`src/hdl/axi_wr_defines.svh`:
```
`ifndef AXI_WR_DEFINES_SVH
`define AXI_WR_DEFINES_SVH

// Word address into the write memory
`define AXI_WR_ADDR_W 8

// Width of one data beat
`define AXI_WR_DATA_W 32

// Zero-based burst length, so a value of 0 is a single beat
`define AXI_WR_LEN_W 4

// Transaction id carried from the address channel to the response
`define AXI_WR_ID_W 4

// Number of memory words, one per address
`define AXI_WR_MEM_DEPTH 256

`endif

```
`src/hdl/axi_wr_pkg.sv`:
```
`include "axi_wr_defines.svh"

package axi_wr_pkg;

    // Plain vectors for each field that has a meaning of its own
    typedef logic [`AXI_WR_ADDR_W-1:0] addr_t;
    typedef logic [`AXI_WR_DATA_W-1:0] data_t;
    typedef logic [`AXI_WR_LEN_W-1:0]  len_t;
    typedef logic [`AXI_WR_ID_W-1:0]   id_t;

    // Address channel word
    // Length is zero-based, as on AXI
    typedef struct packed {
        id_t   id;
        addr_t addr;
        len_t  len;
    } aw_t;

    // Data channel word
    // The last flag from upstream is not trusted and gets rebuilt in the shim
    typedef struct packed {
        data_t data;
        logic  last;
    } w_t;

    // Write response codes use the same encodings as AXI
    typedef enum logic [1:0] {
        OKAY   = 2'b00,
        SLVERR = 2'b10
    } resp_e;

endpackage

```
`src/hdl/axi_wr_if.sv`:
```
interface axi_wr_if;
    import axi_wr_pkg::*;

    // Address channel
    aw_t   aw;
    logic  awvalid;
    logic  awready;

    // Data channel
    w_t    w;
    logic  wvalid;
    logic  wready;

    // Response channel carries one response per burst
    id_t   bid;
    resp_e bresp;
    logic  bvalid;
    logic  bready;

    // Side that issues bursts and consumes responses
    modport master (
        output aw,
        output awvalid,
        input  awready,
        output w,
        output wvalid,
        input  wready,
        input  bid,
        input  bresp,
        input  bvalid,
        output bready
    );

    // Side that accepts bursts and produces responses
    modport slave (
        input  aw,
        input  awvalid,
        output awready,
        input  w,
        input  wvalid,
        output wready,
        output bid,
        output bresp,
        output bvalid,
        input  bready
    );

endinterface

```
`src/hdl/prim_fifo2.sv`:
```
module prim_fifo2 #(
    parameter int N_DATA_BITS = 32
) (
    input  logic                   clk,
    input  logic                   arst_n,
    input  logic [N_DATA_BITS-1:0] enq_data,
    input  logic                   enq_en,
    output logic                   not_full,
    output logic [N_DATA_BITS-1:0] first,
    input  logic                   deq_en,
    output logic                   not_empty
);

    // Slot 0 is always the head, slot 1 only fills behind it
    logic [N_DATA_BITS-1:0] slot0;
    logic [N_DATA_BITS-1:0] slot1;
    logic                   valid0;
    logic                   valid1;

    // Stays low through reset so the FIFO refuses writes until it is running
    logic                   live;

    // Head is visible without a dequeue as first-word fall-through
    assign first     = slot0;
    assign not_empty = valid0;
    assign not_full  = live && !valid1;

    always_ff @(posedge clk or negedge arst_n)
    begin
        if (!arst_n)
        begin
            live   <= 1'b0;
            valid0 <= 1'b0;
            valid1 <= 1'b0;
        end
        else
        begin
            live <= 1'b1;
            if (deq_en)
            begin
                // A full FIFO cannot enqueue, so the tail simply moves up
                valid0 <= valid1 || enq_en;
                valid1 <= 1'b0;
            end
            else if (enq_en)
            begin
                valid0 <= 1'b1;
                valid1 <= valid0;
            end
        end
    end

    always_ff @(posedge clk)
    begin
        // New word bypasses slot 1 when the head is leaving or empty
        if (deq_en)
            slot0 <= valid1 ? slot1 : enq_data;
        else if (enq_en && !valid0)
            slot0 <= enq_data;
        if (enq_en && valid0 && !deq_en)
            slot1 <= enq_data;
    end

    // The producer must honor not_full and the consumer not_empty
    a_no_overflow: assert property (@(posedge clk) disable iff (!arst_n) enq_en |-> not_full);
    a_no_underflow: assert property (@(posedge clk) disable iff (!arst_n) deq_en |-> not_empty);

endmodule

```
`src/hdl/burstcount0_sop_tracker.sv`:
```
module burstcount0_sop_tracker (
    input  logic             clk,
    input  logic             arst_n,
    input  logic             flit_valid,
    input  axi_wr_pkg::len_t burstcount,
    output logic             sop,
    output logic             eop
);
    import axi_wr_pkg::*;

    // Index of the next beat inside the current burst
    len_t beat_cnt;
    // Length captured from the start beat since burstcount is not held after that
    len_t len_q;
    logic sop_q;

    assign sop = sop_q;

    // On a start beat the length comes straight from the address word
    assign eop = sop_q ? (burstcount == '0) : (beat_cnt == len_q);

    always_ff @(posedge clk or negedge arst_n)
    begin
        if (!arst_n)
        begin
            sop_q    <= 1'b1;
            beat_cnt <= '0;
            len_q    <= '0;
        end
        else if (flit_valid)
        begin
            // The beat after an end beat always opens a new burst
            sop_q <= eop;
            if (sop_q)
            begin
                len_q    <= burstcount;
                beat_cnt <= len_t'(1);
            end
            else
                beat_cnt <= beat_cnt + len_t'(1);
        end
    end

    // A beat can only open and close a burst when the burst is one beat long
    a_single_beat: assert property (@(posedge clk) disable iff (!arst_n)
        flit_valid && sop && eop |-> burstcount == '0);

endmodule

```
`src/hdl/axi_fixup_wlast.sv`:
```
module axi_fixup_wlast (
    input  logic     clk,
    input  logic     arst_n,
    axi_wr_if.slave  up,
    axi_wr_if.master dn
);
    import axi_wr_pkg::*;

    logic aw_avail;
    logic w_avail;
    logic w_sop;
    logic w_eop;
    logic aw_deq;
    logic w_deq;
    w_t   w_head;

    // Responses need no fixing and pass straight through
    assign up.bid    = dn.bid;
    assign up.bresp  = dn.bresp;
    assign up.bvalid = dn.bvalid;
    assign dn.bready = up.bready;

    // An address leaves only when the first beat of its burst is at the data head.
    // This keeps the two streams lined up burst by burst
    assign dn.awvalid = aw_avail && w_avail && w_sop;

    // Mid-burst beats flow freely while a start beat waits for its address
    assign dn.wvalid = w_avail && (!w_sop || aw_avail);

    assign aw_deq = dn.awvalid && dn.awready;
    assign w_deq  = dn.wvalid && dn.wready;

    prim_fifo2 #(
        .N_DATA_BITS($bits(aw_t))
    ) aw_fifo (
        .clk       (clk),
        .arst_n    (arst_n),
        .enq_data  (up.aw),
        .enq_en    (up.awvalid && up.awready),
        .not_full  (up.awready),
        .first     (dn.aw),
        .deq_en    (aw_deq),
        .not_empty (aw_avail)
    );

    prim_fifo2 #(
        .N_DATA_BITS($bits(w_t))
    ) w_fifo (
        .clk       (clk),
        .arst_n    (arst_n),
        .enq_data  (up.w),
        .enq_en    (up.wvalid && up.wready),
        .not_full  (up.wready),
        .first     (w_head),
        .deq_en    (w_deq),
        .not_empty (w_avail)
    );

    // Payload goes through unchanged, only the last flag is rebuilt
    always_comb
    begin
        dn.w      = w_head;
        dn.w.last = w_eop;
    end

    // Length is read from the address head, which belongs to the current
    // burst whenever a start beat is accepted
    burstcount0_sop_tracker sop_tracker (
        .clk        (clk),
        .arst_n     (arst_n),
        .flit_valid (w_deq),
        .burstcount (dn.aw.len),
        .sop        (w_sop),
        .eop        (w_eop)
    );

    // Downstream must take address and start beat on the same edge, or not at all
    a_aw_with_sop: assert property (@(posedge clk) disable iff (!arst_n)
        aw_deq == (w_deq && w_sop));

endmodule

```
`src/flat_wrapper.sv`:
```
// flat-port wrapper written by rule: the top's interface ports become plain ports
module axi_fixup_wlast_flat import axi_wr_pkg::*;
  (clk, arst_n, up_aw, up_awvalid, up_awready, up_w, up_wvalid, up_wready, up_bid, up_bresp, up_bvalid, up_bready, dn_aw, dn_awvalid, dn_awready, dn_w, dn_wvalid, dn_wready, dn_bid, dn_bresp, dn_bvalid, dn_bready);
  axi_wr_if up_i ();
  axi_wr_if dn_i ();
  input  logic clk;
  input  logic arst_n;
  input wire logic [$bits(up_i.aw)-1:0] up_aw;
  input wire logic [$bits(up_i.awvalid)-1:0] up_awvalid;
  output wire logic [$bits(up_i.awready)-1:0] up_awready;
  input wire logic [$bits(up_i.w)-1:0] up_w;
  input wire logic [$bits(up_i.wvalid)-1:0] up_wvalid;
  output wire logic [$bits(up_i.wready)-1:0] up_wready;
  output wire logic [$bits(up_i.bid)-1:0] up_bid;
  output wire logic [$bits(up_i.bresp)-1:0] up_bresp;
  output wire logic [$bits(up_i.bvalid)-1:0] up_bvalid;
  input wire logic [$bits(up_i.bready)-1:0] up_bready;
  output wire logic [$bits(dn_i.aw)-1:0] dn_aw;
  output wire logic [$bits(dn_i.awvalid)-1:0] dn_awvalid;
  input wire logic [$bits(dn_i.awready)-1:0] dn_awready;
  output wire logic [$bits(dn_i.w)-1:0] dn_w;
  output wire logic [$bits(dn_i.wvalid)-1:0] dn_wvalid;
  input wire logic [$bits(dn_i.wready)-1:0] dn_wready;
  input wire logic [$bits(dn_i.bid)-1:0] dn_bid;
  input wire logic [$bits(dn_i.bresp)-1:0] dn_bresp;
  input wire logic [$bits(dn_i.bvalid)-1:0] dn_bvalid;
  output wire logic [$bits(dn_i.bready)-1:0] dn_bready;
  assign up_i.aw = up_aw;
  assign up_i.awvalid = up_awvalid;
  assign up_awready = up_i.awready;
  assign up_i.w = up_w;
  assign up_i.wvalid = up_wvalid;
  assign up_wready = up_i.wready;
  assign up_bid = up_i.bid;
  assign up_bresp = up_i.bresp;
  assign up_bvalid = up_i.bvalid;
  assign up_i.bready = up_bready;
  assign dn_aw = dn_i.aw;
  assign dn_awvalid = dn_i.awvalid;
  assign dn_i.awready = dn_awready;
  assign dn_w = dn_i.w;
  assign dn_wvalid = dn_i.wvalid;
  assign dn_i.wready = dn_wready;
  assign dn_i.bid = dn_bid;
  assign dn_i.bresp = dn_bresp;
  assign dn_i.bvalid = dn_bvalid;
  assign dn_bready = dn_i.bready;
  axi_fixup_wlast u_core (.clk(clk), .arst_n(arst_n), .up(up_i), .dn(dn_i));
endmodule
```
`config.mk`:
```
export PLATFORM = sky130hd
export DESIGN_NAME = axi_fixup_wlast_flat
export DESIGN_NICKNAME = d
export VERILOG_FILES = /design/src/hdl/axi_wr_pkg.sv /design/src/hdl/axi_wr_if.sv /design/src/hdl/prim_fifo2.sv /design/src/hdl/burstcount0_sop_tracker.sv /design/src/hdl/axi_fixup_wlast.sv /design/src/flat_wrapper.sv
export VERILOG_INCLUDE_DIRS = /design/src /design/src/hdl
export SDC_FILE = /design/constraint.sdc
export NUM_CORES = 1
export LEC_CHECK = 0
export ABC_AREA = 1
export ABC_CLOCK_PERIOD_IN_PS = 3200
export BUFFER_PORTS_ARGS = -buffer_cell sky130_fd_sc_hd__buf_2
export CAP_MARGIN = 20
export CORE_MARGIN = 5
export CORE_UTILIZATION = 46
export CTS_CLUSTER_DIAMETER = 60
export DETAILED_ROUTE_END_ITERATION = 8
export GPL_TIMING_DRIVEN = 0
export PLACE_DENSITY_LB_ADDON = 0.2
export REMOVE_ABC_BUFFERS = 1
export SLEW_MARGIN = 15
export SYNTH_ARGS = -nofsm -noshare
export SYNTH_HDL_FRONTEND = slang
export SYNTH_SLANG_ARGS = --single-unit
```
`constraint.sdc`:
```
create_clock -name clk -period 3.2 [get_ports clk]
set_clock_uncertainty 0.15 [all_clocks]
set_input_delay 0.64 -clock clk [delete_from_list [all_inputs] [get_ports clk]]
set_output_delay 0.64 -clock clk [all_outputs]
set_load 0.02 [all_outputs]
```
=== Word-level counts from Yosys, hierarchy flattened ===
Cells that the tools add are included.
Widths: inputs -> output; s select.

* Register bits after elaboration: 112
* Output and inout port bits: 61
* Logic and storage cells: 61

* $add $sub $neg: 1
* Equality and inequality tests: 1
* Mux-type cells: 16
* Reductions and logical operators: 31

{| class="wikitable"
|+ Operator list
! operator !! number
|-
| $mux 33 || 3
|-
| $mux 16 || 3
|-
| $logic_and 1x1->1 || 15
|-
| $mux 1 || 9
|-
| $reduce_bool 2->1 || 4
|-
| $logic_not 1->1 || 7
|-
| $add 4x1->4 const B || 1
|-
| $eq 4x4->1 || 1
|-
| $logic_not 4->1 || 1
|-
| $mux 4 || 1
|-
| $logic_or 1x1->1 || 3
|-
| $reduce_and 2->1 || 1
|}

=== Longest topological paths before layout ===
Gate-level depths: netlist (run 1).

* Word-level depth: 6
* Mapped depth: 8
* Mapped depth without buffers: 8

=== Modules after synthesis ===
Synthesis (run 1) repeated with hierarchy kept, for this count alone.

* Cell total of the unflattened synthesis: 377
* Area, all modules: 4636.9 µm²

{| class="wikitable"
|+ Modules (own cells, without submodules)
! module !! instances !! cells an instance !! area an instance (µm²)
|-
| prim_fifo2 (u_core.w_fifo) || 1 || 193 || 2681.3
|-
| prim_fifo2 (u_core.aw_fifo) || 1 || 102 || 1376.3
|-
| burstcount0_sop_tracker || 1 || 58 || 446.7
|-
| axi_fixup_wlast || 1 || 24 || 132.6
|}

=== Least setup slack after synthesis (run 1) ===
No wires, ideal clock.

* Kind: register -> register
* Start point: register u_core.w_fifo.valid1
* End point: register u_core.w_fifo.slot0[10] (netlist: u_core.w_fifo.first[10]), enable pin
* Library setup time: 0.466 ns
* Arrival time: 3.182 ns
* Path slack: -0.598 ns
* Stages on the path, launching flop included: 4
* Period minus slack after synthesis: 3.798 ns
* Cell sequence: dfrtp_1 > nor2_1 > nand2_1 > o21ai_0

* Word-level cells in the longest chain between the ends: 5

{| class="wikitable"
|+ RTL lines
! item !! line !! source
|-
| start, declared || prim_fifo2.sv:18 || <nowiki>logic valid1;</nowiki>
|-
| start signal, assigned || prim_fifo2.sv:48 || <nowiki>valid1 <= valid0;</nowiki>
|-
| $logic_not 1->1 || prim_fifo2.sv:26 || <nowiki>assign not_full = live && !valid1;</nowiki>
|-
| $logic_and 1x1->1 || prim_fifo2.sv:26 ||
|-
| via up_wready || flat_wrapper.sv:13 || <nowiki>output wire logic [$bits(up_i.wready)-1:0] up_wready;</nowiki>
|-
| $logic_and 1x1->1 || axi_fixup_wlast.sv:52 || <nowiki>.enq_en (up.wvalid && up.wready),</nowiki>
|-
| $logic_and 1x1->1 || prim_fifo2.sv:58 || <nowiki>else if (enq_en && !valid0)</nowiki>
|-
| $reduce_bool 2->1 (no line) || n/a ||
|-
| end signal, assigned || prim_fifo2.sv:57 || <nowiki>slot0 <= valid1 ? slot1 : enq_data;</nowiki>
|-
| end signal, assigned || prim_fifo2.sv:59 || <nowiki>slot0 <= enq_data;</nowiki>
|-
| end, declared || prim_fifo2.sv:15 || <nowiki>logic [N_DATA_BITS-1:0] slot0;</nowiki>
|}

The timed path passes the listed nets, and every way through them passes these cells.
A chain may end at the register's enable or synchronous reset.

=== Worst setup path after layout (run 1) ===
* Start point: register u_core.w_fifo.valid0 (netlist: u_core.w_fifo.not_empty)
* End point: register u_core.w_fifo.slot0[12] (netlist: u_core.w_fifo.first[12]) (data pin)

* Word-level cells in the longest chain between the ends: 3

{| class="wikitable"
|+ RTL lines
! item !! line !! source
|-
| start, declared || prim_fifo2.sv:17 || <nowiki>logic valid0;</nowiki>
|-
| start signal, assigned || prim_fifo2.sv:42 || <nowiki>valid0 <= valid1 || enq_en;</nowiki>
|-
| $logic_and 1x1->1 || axi_fixup_wlast.sv:28 || <nowiki>assign dn.wvalid = w_avail && (!w_sop || aw_avail);</nowiki>
|-
| $logic_and 1x1->1 || axi_fixup_wlast.sv:31 || <nowiki>assign w_deq = dn.wvalid && dn.wready;</nowiki>
|-
| $mux 33 || prim_fifo2.sv:56 || <nowiki>if (deq_en)</nowiki>
|}

Every way passes these cells.

==> results.py, run 1 <==
metrics = {
    "outcome": {
        "run_status": "finished, final reports clean",
    },
    "timing": {
        "period_needed_ns": 2.600,
        "max_slew_margin_pct": 47.27,
        "tightest_slew_ns": 0.7891,
        "hold_viol": 0,
        "fmax_mhz": 384.6,
        "period_share_pct": 81.26,
        "slew_viol_final": 0,
        "worst_hold_slack_ns": 0.3149,
        "rsz0062_at_grt": "no",
        "setup_violations": 0,
    },
    "grt": {
        "grt_pass1_wl_um": 13640,
        "antenna_found_initial": 0,
        "grt_pass1_vias": 2744,
        "gr-usage-all-layers_pct": 15.14,
        "grt_overflow": 0,
        "grt_max_degree": 34,
    },
    "worst_setup_path": {
        "arrival_ns": 2.57,
        "ff2ff_path_depth": 7,
        "worstPathRequired_ns": 3.17,
        "r2r_start": "u_core.w_fifo.not_empty$_DFFE_PN0P_",
        "crit_fanout": 33,
        "cp-start-kind": "flop",
        "critPathKind": "flop to flop",
        "critPathCaptureType": "flop",
        "r2r-end": "u_core.w_fifo.first[12]$_DFFE_PP_",
        "worst-r2r-setup-slack_ns": 0.60,
    },
    "cts": {
        "clock-sinks": 110,
        "cts-htree-levels": 3,
        "cts_buffer_depth": 2,
        "path_clk_slew_ns": 0.11,
        "cts_resized": 0,
        "worstSkewPairLatency_ns": 0.35,
        "cts_tree": "yes",
        "cts_buffers": 9,
        "root_buffer": "clkbuf_8",
    },
    "die": {
        "core_um2": 9196,
        "rows": 35,
        "initial_utilization_pct": 46.93,
        "ios": 124,
        "die_h_um": 106.9,
        "die_area_um2": 11420,
        "die_width_um": 106.9,
    },
    "power": {
        "p_int_w": 0.001933,
        "p_seq_share_pct": 64.5,
        "switchingPower_w": 0.0005491,
        "cellLeakagePower_nw": 2.215,
        "power.density_nw_per_um2": 483.0,
        "pwr-share-comb_pct": 4.0,
        "finalPower_w": 0.002482,
        "p_clk_share_pct": 31.5,
        "p_sw_share_pct": 22.12,
        "vdd_drop_max_v": 0.0002837,
    },
    "synth": {
        "syn_area_um2": 4315,
        "netlist_instances": 351,
        "ys_seq_area_share_pct": 74.95,
        "syn_area_per_cell_um2": 12.29,
        "yosysWarnings": 0,
        "ys_ff_latch": 110,
        "ys_types": 25,
    },
    "hold_path": {
        "hold_path_startpoint": "up_w[9]",
        "hp-class": "primary input to flop",
        "holdPathEnd": "u_core.w_fifo.slot1[9]$_DFFE_PP_",
        "hold_depth": 1,
    },
    "run": {
        "drv_cap": 0,
    },
    "route": {
        "drtIter0Drc": 98,
        "drc": 0,
        "wl_um": 8303,
        "first_pass_iters": 4,
        "routedWlPerCell_um": 14.59,
        "via_count": 2745,
        "vias_per_cell": 4.824,
        "drtAntennaViolNets": 0,
    },
    "finish": {
        "antenna_cells": 0,
        "drive_above_1_share_pct": 30.35,
        "syn_to_final_growth_pct": 19.08,
        "nets": 517,
        "final_cell_count_no_fill": 569,
    },
    "placement": {
        "hpwl_um": 5741,
        "place_inst": 552,
        "gp_congestion": 0.7811,
        "io_buffers": 106,
    },
}
-- placed cells by master (no fill, tap or decap), types with 2 or more instances in the layout --
master,synthesis,routed
dfrtp_1,13,13
buf_2,7,106
edfxtp_1,96,96
nor2_1,9,7
clkinv_4,0,4
nor2_4,1,2
nor3_1,2,2
inv_2,3,3
nand3_1,25,25
a21oi_1,2,2
nand2_4,2,2
inv_6,1,2
nand2_1,149,149
o21ai_0,8,6
xor2_1,2,2
inv_1,11,11
clkbuf_8,0,10
-- critical path, stage by stage (launching register included) --
cell and delay, ns:
dfrtp_1 0.42, inv_1 0.12, a21oi_2 0.16, nand2_2 0.17
nor2_4 0.64, inv_2 0.47, nand2_1 0.16, nand2_1 0.07
-- cell type report --
| type | count | area [um2] |
|---|---|---|
| inverter | 15 | 61.31 |
| timing repair buffer | 110 | 603.1 |
| clock buffer | 11 | 141.4 |
| fill | 804 | 4058 |
| multi-input combinational | 207 | 915.9 |
| clock inverter | 5 | 43.79 |
| sequential | 110 | 3234 |
| tap | 111 | 138.9 |
-- synthesized netlist by cell type --
library cell	count	area (um2)
edfxtp_1	96	2883
a21oi_2	1	8.760
nand2_1	149	559.3
buf_2	7	35.03
nand3_1	25	125.1
inv_1	11	41.29
a21oi_1	2	10.01
buf_4	11	82.58
buf_6	1	11.26
inv_6	1	8.760
nand2_2	1	6.260
nor3_1	2	10.01
inv_2	3	11.26
ha_1	1	12.51
dfstp_2	1	26.28
nor2_1	9	33.78
nand2_4	2	22.52
o22ai_1	1	6.260
nor3_4	1	16.27
o21a_1	1	7.510
xor2_1	2	17.52
nor2_4	1	11.26
conb_1	1	3.750
o21ai_0	8	40.04
dfrtp_1	13	325.3
-- per-stage QoR --
stage | util [%] | instance area [um2] | TNS (ns) | setup WS (ns)
2_1_floorplan | - | 4187 | -19.13 | -0.5977
4_1_cts | 55.88 | 5139 | 0 | 0.4892
3_3_place_gp | 52.80 | 4856 | -78.79 | -1.858
6_report | 55.88 | 5139 | 0 | 0.5997
5_1_grt | 55.88 | 5139 | 0 | 0.2530
3_5_place_dp | 53.76 | 4943 | 0 | 0.4470
-- layer usage --
layer  vias to the layer above  GRT usage (%)  wire [um]
li1                       1372              -          -
met1                      1261          20.73       3695
met2                       106          23.34       3815
met3                         6          5.900        731
met4                         0          2.740         59
met5                         -              0          0
-- repair_timing --
action                    4_1_cts  5_1_grt
setup buffers                   0        0
hold buffers                    1        0
hold endpoints to repair        1        0
-- worst max path at each step --
| stage | from | to | slack, ns |
|---|---|---|---|
| 2_1_floorplan | u_core.w_fifo.valid1$_DFFE_PN0P_ | u_core.w_fifo.first[10]$_DFFE_PP_ | -0.60 |
| 3_3_place_gp | up_wvalid | u_core.w_fifo.first[11]$_DFFE_PP_ | -1.86 |
| 3_5_place_dp | dn_wready | u_core.w_fifo.first[24]$_DFFE_PP_ | 0.45 |
| 4_1_cts | u_core.w_fifo.not_empty$_DFFE_PN0P_ | u_core.w_fifo.first[10]$_DFFE_PP_ | 0.49 |
| 5_1_grt | u_core.w_fifo.not_empty$_DFFE_PN0P_ | u_core.w_fifo.first[30]$_DFFE_PP_ | 0.25 |
| 6_report | u_core.w_fifo.not_empty$_DFFE_PN0P_ | u_core.w_fifo.first[12]$_DFFE_PP_ | 0.60 |
-- power groups by stage --
| stage | clock network [W] | logic [W] | registers, W |
|---|---|---|---|
| CTS | 0.000805 | 0.000100 | 0.00160 |
| floorplan | 0 | 0.0000388 | 0.00163 |
| finish | 0.000781 | 0.0000986 | 0.00160 |
| detailed placement | 0 | 0.0000987 | 0.00163 |
| global placement | 0 | 0.0000930 | 0.00163 |
| global route | 0.000875 | 0.000112 | 0.00160 |
-- registers in the layout, indices dropped and copies added, names as in the netlist --
signal	count
u_core.aw_fifo.live	1
u_core.w_fifo.not_empty	1
u_core.sop_tracker.beat_cnt	4
u_core.aw_fifo.not_empty	1
u_core.aw_fifo.valid1	1
u_core.aw_fifo.slot1	16
u_core.w_fifo.slot1	32
u_core.w_fifo.valid1	1
u_core.sop_tracker.sop	1
u_core.w_fifo.first	32
u_core.sop_tracker.len_q	4
u_core.aw_fifo.first	16
-- logic make-up after synthesis --
logic type / share of synthesized area, %
AOI/OAI and AO/OA: 1.682
xor gates and xnor gates: 0.4060
adders and majority gates: 0.2899
buffers and inverters: 4.407
DFF: 74.95
other: 0.08690
and+or+nand+nor: 18.18
Power figures use the tool's default switching activity.
==> run 2: changes to the inputs <==
- ABC_AREA: 1 -> 0
- ABC_CLOCK_PERIOD_IN_PS: 3200 -> 2200
- CORE_UTILIZATION: 46 -> 47
- clock period: 3.2 -> 2.2 ns (I/O delays scaled with it)
==> run 2 against run 1 <==
Compared with the run above: global-route usage down 1.5 points; critical path depth down 4; critical endpoint is now dn_wvalid; via count down 15%; largest power group unchanged; first-iteration DRC count down 19%; count of clock-buffer cells in the layout down 2; sequential share of layout area down 2.1 points; sequential power up 86%; utilization up 2.0 points; combinational power rose to 16 times the previous value.
==> results.py, run 2 <==
metrics = {
    "power": {
        "power.density_nw_per_um2": 1057,
        "vdd_drop_max_v": 0.0003827,
        "cellLeakagePower_nw": 2.156,
        "finalPower_w": 0.005627,
    },
    "cts": {
        "path_clk_slew_ns": 0.11,
        "cts_tree": "yes",
        "worstSkewPairLatency_ns": 0.37,
        "root_buffer": "clkbuf_8",
        "clock-sinks": 110,
        "cts-htree-levels": 3,
        "cts_buffers": 9,
        "cts_buffer_depth": 2,
    },
    "route": {
        "via_count": 2323,
        "routedWlPerCell_um": 17.64,
        "vias_per_cell": 5.094,
        "drc": 0,
        "drtAntennaViolNets": 0,
        "drtIter0Drc": 79,
        "wl_um": 8045,
        "first_pass_iters": 4,
    },
    "worst_setup_path": {
        "critPathKind": "flop to output port",
        "crit_path_top_delay_cell": "dfstp_2",
        "crit_chain": "or2b_4 -> and2_1 -> buf_2",
        "arrival_ns": 1.55,
        "r2r_start": "u_core.sop_tracker.sop$_DFFE_PN1P_",
        "startpoint": "u_core.sop_tracker.sop$_DFFE_PN1P_",
        "critPathCaptureType": "output port",
        "crit_fanout": 7,
        "cp-start-kind": "flop",
        "max_stage_delay_ns": 0.55,
        "worst-path-buf-inv": 1,
        "cpLargestDelayFamily": "flip-flops",
        "worstPathRequired_ns": 1.61,
    },
    "outcome": {
        "run_status": "finished, final reports clean",
    },
    "die": {
        "die_area_um2": 11470,
        "ios": 124,
        "rows": 35,
        "core_um2": 9196,
        "initial_utilization_pct": 48.19,
        "die_h_um": 107.1,
        "die_width_um": 107.1,
    },
    "finish": {
        "nets": 404,
        "drive_above_1_share_pct": 55.65,
        "nFillCells": 739,
        "postLayoutCoreUtil_pct": 57.86,
        "mostFrequentLayoutCells": "106 x buf_2, 96 x edfxtp_1, 38 x mux2_4, 14 x mux2_2, 12 x dfrtp_1",
        "antenna_cells": 0,
        "syn_to_final_growth_pct": 20.07,
        "final_common_cell": "buf_2",
    },
    "synth": {
        "synth_most_common_cell": "edfxtp_1",
        "ys_ff_latch": 110,
        "yosysWarnings": 0,
        "netlist_instances": 232,
        "ys_types": 33,
        "synth_flop_cell": "edfxtp_1",
        "async_flop_share_pct": 12.73,
        "syn_area_per_cell_um2": 19.10,
        "synth_top_cells_by_count": "96 x edfxtp_1, 38 x mux2_4, 14 x mux2_2",
        "synth.top_cells.by_area": "edfxtp_1 65%, mux2_4 13%, dfrtp_1 7.3%, mux2_2 3.6%, buf_4 1.9%",
        "ys_seq_area_share_pct": 72.98,
        "syn_area_um2": 4432,
        "synth_top_area_share_pct": 65.05,
        "synth_top_area_cell": "edfxtp_1",
        "synth-edff-count": 96,
    },
    "hold_path": {
        "hold_path_startpoint": "up_w[3]",
        "hp-class": "primary input to flop",
    },
    "timing": {
        "max_slew_margin_pct": 44.13,
        "slew_viol_final": 0,
        "worst_hold_slack_ns": 0.1070,
        "tightest_slew_ns": 0.8372,
        "hold_viol": 0,
        "period_share_pct": 97.28,
        "rsz0062_at_grt": "no",
        "period_needed_ns": 2.140,
        "setup_violations": 0,
        "fmax_mhz": 467.3,
        "final.setup.worst_slack_ns": 0.05993,
    },
    "run": {
        "drv_cap": 0,
    },
    "grt": {
        "gr-usage-all-layers_pct": 13.66,
        "grt_pass1_wl_um": 11960,
        "grt_overflow": 0,
        "grt_pass1_vias": 2382,
        "grt_max_degree": 34,
        "antenna_found_initial": 1,
    },
    "placement": {
        "hpwl_um": 5453,
        "io_buffers": 106,
        "dp_slack_ns": -0.2241,
        "gp_congestion": 0.7455,
    },
}
-- run 2: repair_timing --
action | in CTS | in global routing
endpoints found under the hold margin | 13 | 0
endpoints found under the setup margin | 66 | 33
hold buffers | 1 | 0
resized for setup | 5 | 2
setup buffers | 2 | 0
gates cloned | 0 | 1
pin swaps | 2 | 0
-- run 2: metrics by stage --
| stage | cell area [um2] | TNS [ns] | instances |
|---|---|---|---|
| 6_report | 5321 | 0 | 456 |
| 5_1_grt | 5321 | 0 | 456 |
| 3_3_place_gp | 4970 | -112.97 | 433 |
| 4_1_cts | 5295 | 0 | 455 |
| 3_5_place_dp | 5064 | -9.374 | 436 |
| 2_1_floorplan | 4300 | -54.72 | 216 |
-- run 2: logic make-up (layout without fill, tap and decap cells) --
group	count (synthesis)	in the layout	synth area share [%]
AO/OA/AOI/OAI	16	16	2.230
XOR/XNOR	4	4	0.7904
adder cells (fa/ha/maj)	1	1	0.2823
buffers and inverters	19	131	3.218
flip-flops	110	110	72.98
multiplexers	52	52	16.43
other	1	1	0.08462
AND/OR/NAND/NOR	29	30	3.981
-- run 2: path summary, 6_finish.rpt --
path / end / slack [ns] / cells after the start
setup / recovery: dn_wvalid / 0.06 / 3
hold / removal: u_core.w_fifo.slot1[3]$_DFFE_PP_ / 0.11 / 1
setup reg to reg: u_core.w_fifo.slot1[7]$_DFFE_PP_ / 0.10 / 5
hold reg to reg: u_core.w_fifo.first[15]$_DFFE_PP_ / 0.39 / 1
max in group asynchronous: u_core.sop_tracker.sop$_DFFE_PN1P_ / 1.27 / 2
min in group asynchronous: u_core.aw_fifo.live$_DFF_PN0_ / 0.35 / 2
-- run 2: worst reg2reg max path, delay by kind of cell, from the launching register on --
kind | cells | cell delay, ns
flops | 1 | 0.55
simple gates | 2 | 0.52
compound gates | 1 | 0.23
buf+inv | 2 | 0.36
-- run 2: metal layers --
metal	GRT usage, %	routed length (um)
met5	0	13
met4	5.753	127
met3	5.719	743
met2	21.22	3795
met1	16.79	3365
-- run 2: layout make-up --
class,count,area (um2),share of cell area (%)
flip-flops and latches,110,3236,60.80
well taps,111,138.9,2.610
repair buffers,112,634.4,11.92
multi-input cells,104,1122,21.09
inverters,3,11.26,0.2116
clock inverters,7,55.05,1.035
clock buffers,9,123.9,2.328
-- run 2: power breakdown --
part	total (W)	internal, W	switching [W]
logic	0.00155	0.000670	0.000876
registers	0.00297	0.00275	0.000216
clock network	0.00111	0.000424	0.000688
total	0.00563	0.00385	0.00178
==> run 3: changes to the inputs <==
- CTS_BUF_LIST: default -> sky130_fd_sc_hd__clkbuf_16
==> run 3 against run 2 <==
Compared with the run above: critical path depth did not move; largest cell class unchanged; global-route usage barely moved; critical endpoint unchanged; count of clock-buffer cells in the layout did not move.
==> results.py, run 3 (synthesis results as in run 2) <==
metrics = {
    "power": {
        "switchingPower_w": 0.001835,
        "p_clk_share_pct": 25.2,
        "finalPower_w": 0.006040,
        "power.density_nw_per_um2": 1116,
        "cellLeakagePower_nw": 2.201,
        "p_int_w": 0.004205,
        "p_seq_share_pct": 49.1,
        "pwr-share-comb_pct": 25.6,
        "vdd_drop_max_v": 0.0003895,
        "p_sw_share_pct": 30.38,
    },
    "grt": {
        "antenna_found_initial": 1,
        "gr-usage-all-layers_pct": 13.64,
        "grt_pass1_vias": 2388,
        "grt_max_degree": 34,
        "grt_pass1_wl_um": 11960,
        "grt_overflow": 0,
    },
    "timing": {
        "hold_viol": 0,
        "max_slew_margin_pct": 43.92,
        "tns_ns": 0,
        "setup_violations": 0,
        "tightest_slew_ns": 0.8403,
        "rsz0062_at_grt": "no",
        "period_share_pct": 95.90,
        "slew_viol_final": 0,
        "period_needed_ns": 2.110,
        "fmax_mhz": 474.0,
    },
    "worst_setup_path": {
        "worstPathRequired_ns": 1.61,
        "cp-start-kind": "flop",
        "crit_fanout": 7,
        "critPathKind": "flop to output port",
        "critPathCaptureType": "output port",
        "ff2ff_path_depth": 5,
        "arrival_ns": 1.52,
    },
    "cts": {
        "cts_buffers": 9,
        "path_clk_slew_ns": 0.08,
        "clock-sinks": 110,
        "root_buffer": "clkbuf_16",
        "worstSkewPairLatency_ns": 0.34,
        "cts_tree": "yes",
        "cts_buffer_depth": 2,
        "cts-htree-levels": 3,
    },
    "placement": {
        "hpwl_um": 5453,
        "io_buffers": 106,
        "gp_congestion": 0.7455,
    },
    "die": {
        "die_area_um2": 11470,
        "core_um2": 9196,
        "ios": 124,
        "rows": 35,
        "die_width_um": 107.1,
        "initial_utilization_pct": 48.19,
        "die_h_um": 107.1,
    },
    "hold_path": {
        "hold_depth": 1,
        "hp-class": "primary input to flop",
    },
    "finish": {
        "mostFrequentLayoutCells": "106 x buf_2, 96 x edfxtp_1, 38 x mux2_4, 14 x mux2_2, 12 x dfrtp_1",
        "syn_to_final_growth_pct": 22.16,
        "drive_above_1_share_pct": 55.65,
        "nets": 404,
        "antenna_cells": 0,
        "nFillCells": 728,
        "postLayoutCoreUtil_pct": 58.87,
        "final_common_cell": "buf_2",
    },
    "route": {
        "wl_um": 8048,
        "first_pass_iters": 4,
        "drc": 0,
        "drtAntennaViolNets": 0,
        "via_count": 2335,
        "vias_per_cell": 5.121,
        "routedWlPerCell_um": 17.65,
        "drtIter0Drc": 80,
    },
    "run": {
        "drv_cap": 0,
    },
    "outcome": {
        "run_status": "finished, final reports clean",
    },
}
## run 3: area by class of cell
class,count,area [um2],area share [%]
Clock inverter,7,55.05,1.017
Tap cell,111,138.9,2.565
Multi-Input combinational cell,104,1114,20.57
Sequential cell,110,3236,59.76
Inverter,3,11.26,0.2080
Clock buffer,9,225.2,4.160
Timing Repair Buffer,112,634.4,11.72
## run 3: worst paths after layout
check                                                     endpoint  slack (ns)                                     from
max                                                      dn_wvalid        0.09       u_core.sop_tracker.sop$_DFFE_PN1P_
min                               u_core.w_fifo.slot1[5]$_DFFE_PP_        0.13                                  up_w[5]
max reg2reg                       u_core.w_fifo.slot1[7]$_DFFE_PP_        0.10       u_core.sop_tracker.sop$_DFFE_PN1P_
min reg2reg                u_core.sop_tracker.len_q[0]$_DFFE_PN0P_        0.39  u_core.sop_tracker.len_q[0]$_DFFE_PN0P_
max in group asynchronous       u_core.sop_tracker.sop$_DFFE_PN1P_        1.24                                   arst_n
min in group asynchronous            u_core.aw_fifo.live$_DFF_PN0_        0.37                                   arst_n
## run 3: per-stage QoR
stage	hold slack [ns]	instance area [um2]	std cells	worst slack, ns
after detailed placement	0.2053	5064	436	-0.2241
after CTS	0.1215	5390	455	0.01031
final	0.1329	5414	456	0.09019
after global routing	0.1209	5414	456	0.03185
after global placement	0.1999	4970	433	-1.688
after floorplan	-0.005591	4300	216	-0.9364
## run 3: critical path, stage by stage, from the launching register on
cell	delay (ns)
dfstp_2	0.54
or2b_4	0.32
and2_1	0.17
buf_2	0.15
## run 3: repair_timing
item                       CTS  global route
resized for setup            4             2
hold endpoints to repair    13             0
gates cloned                 0             1
pin swaps                    2             0
setup buffers                2             0
hold buffers                 1             0
setup endpoints to repair   65            33
## run 3: routing by layer
layer	track usage [%]	vias to the layer above	share of wire (%)
li1	-	1105	-
met4	5.753	2	1.6
met5	0	-	0.087
met3	5.358	13	8.8
met1	16.99	1122	43
met2	21.18	93	46
## run 3: power by group through the flow
stage | combinational (W) | sequential [W] | clock (W)
6_report | 0.00155 | 0.00297 | 0.00152
5_1_grt | 0.00166 | 0.00301 | 0.00165
4_1_cts | 0.00156 | 0.00295 | 0.00157
3_5_place_dp | 0.00151 | 0.00301 | 0
3_3_place_gp | 0.00137 | 0.00302 | 0
2_1_floorplan | 0.000745 | 0.00322 | 0
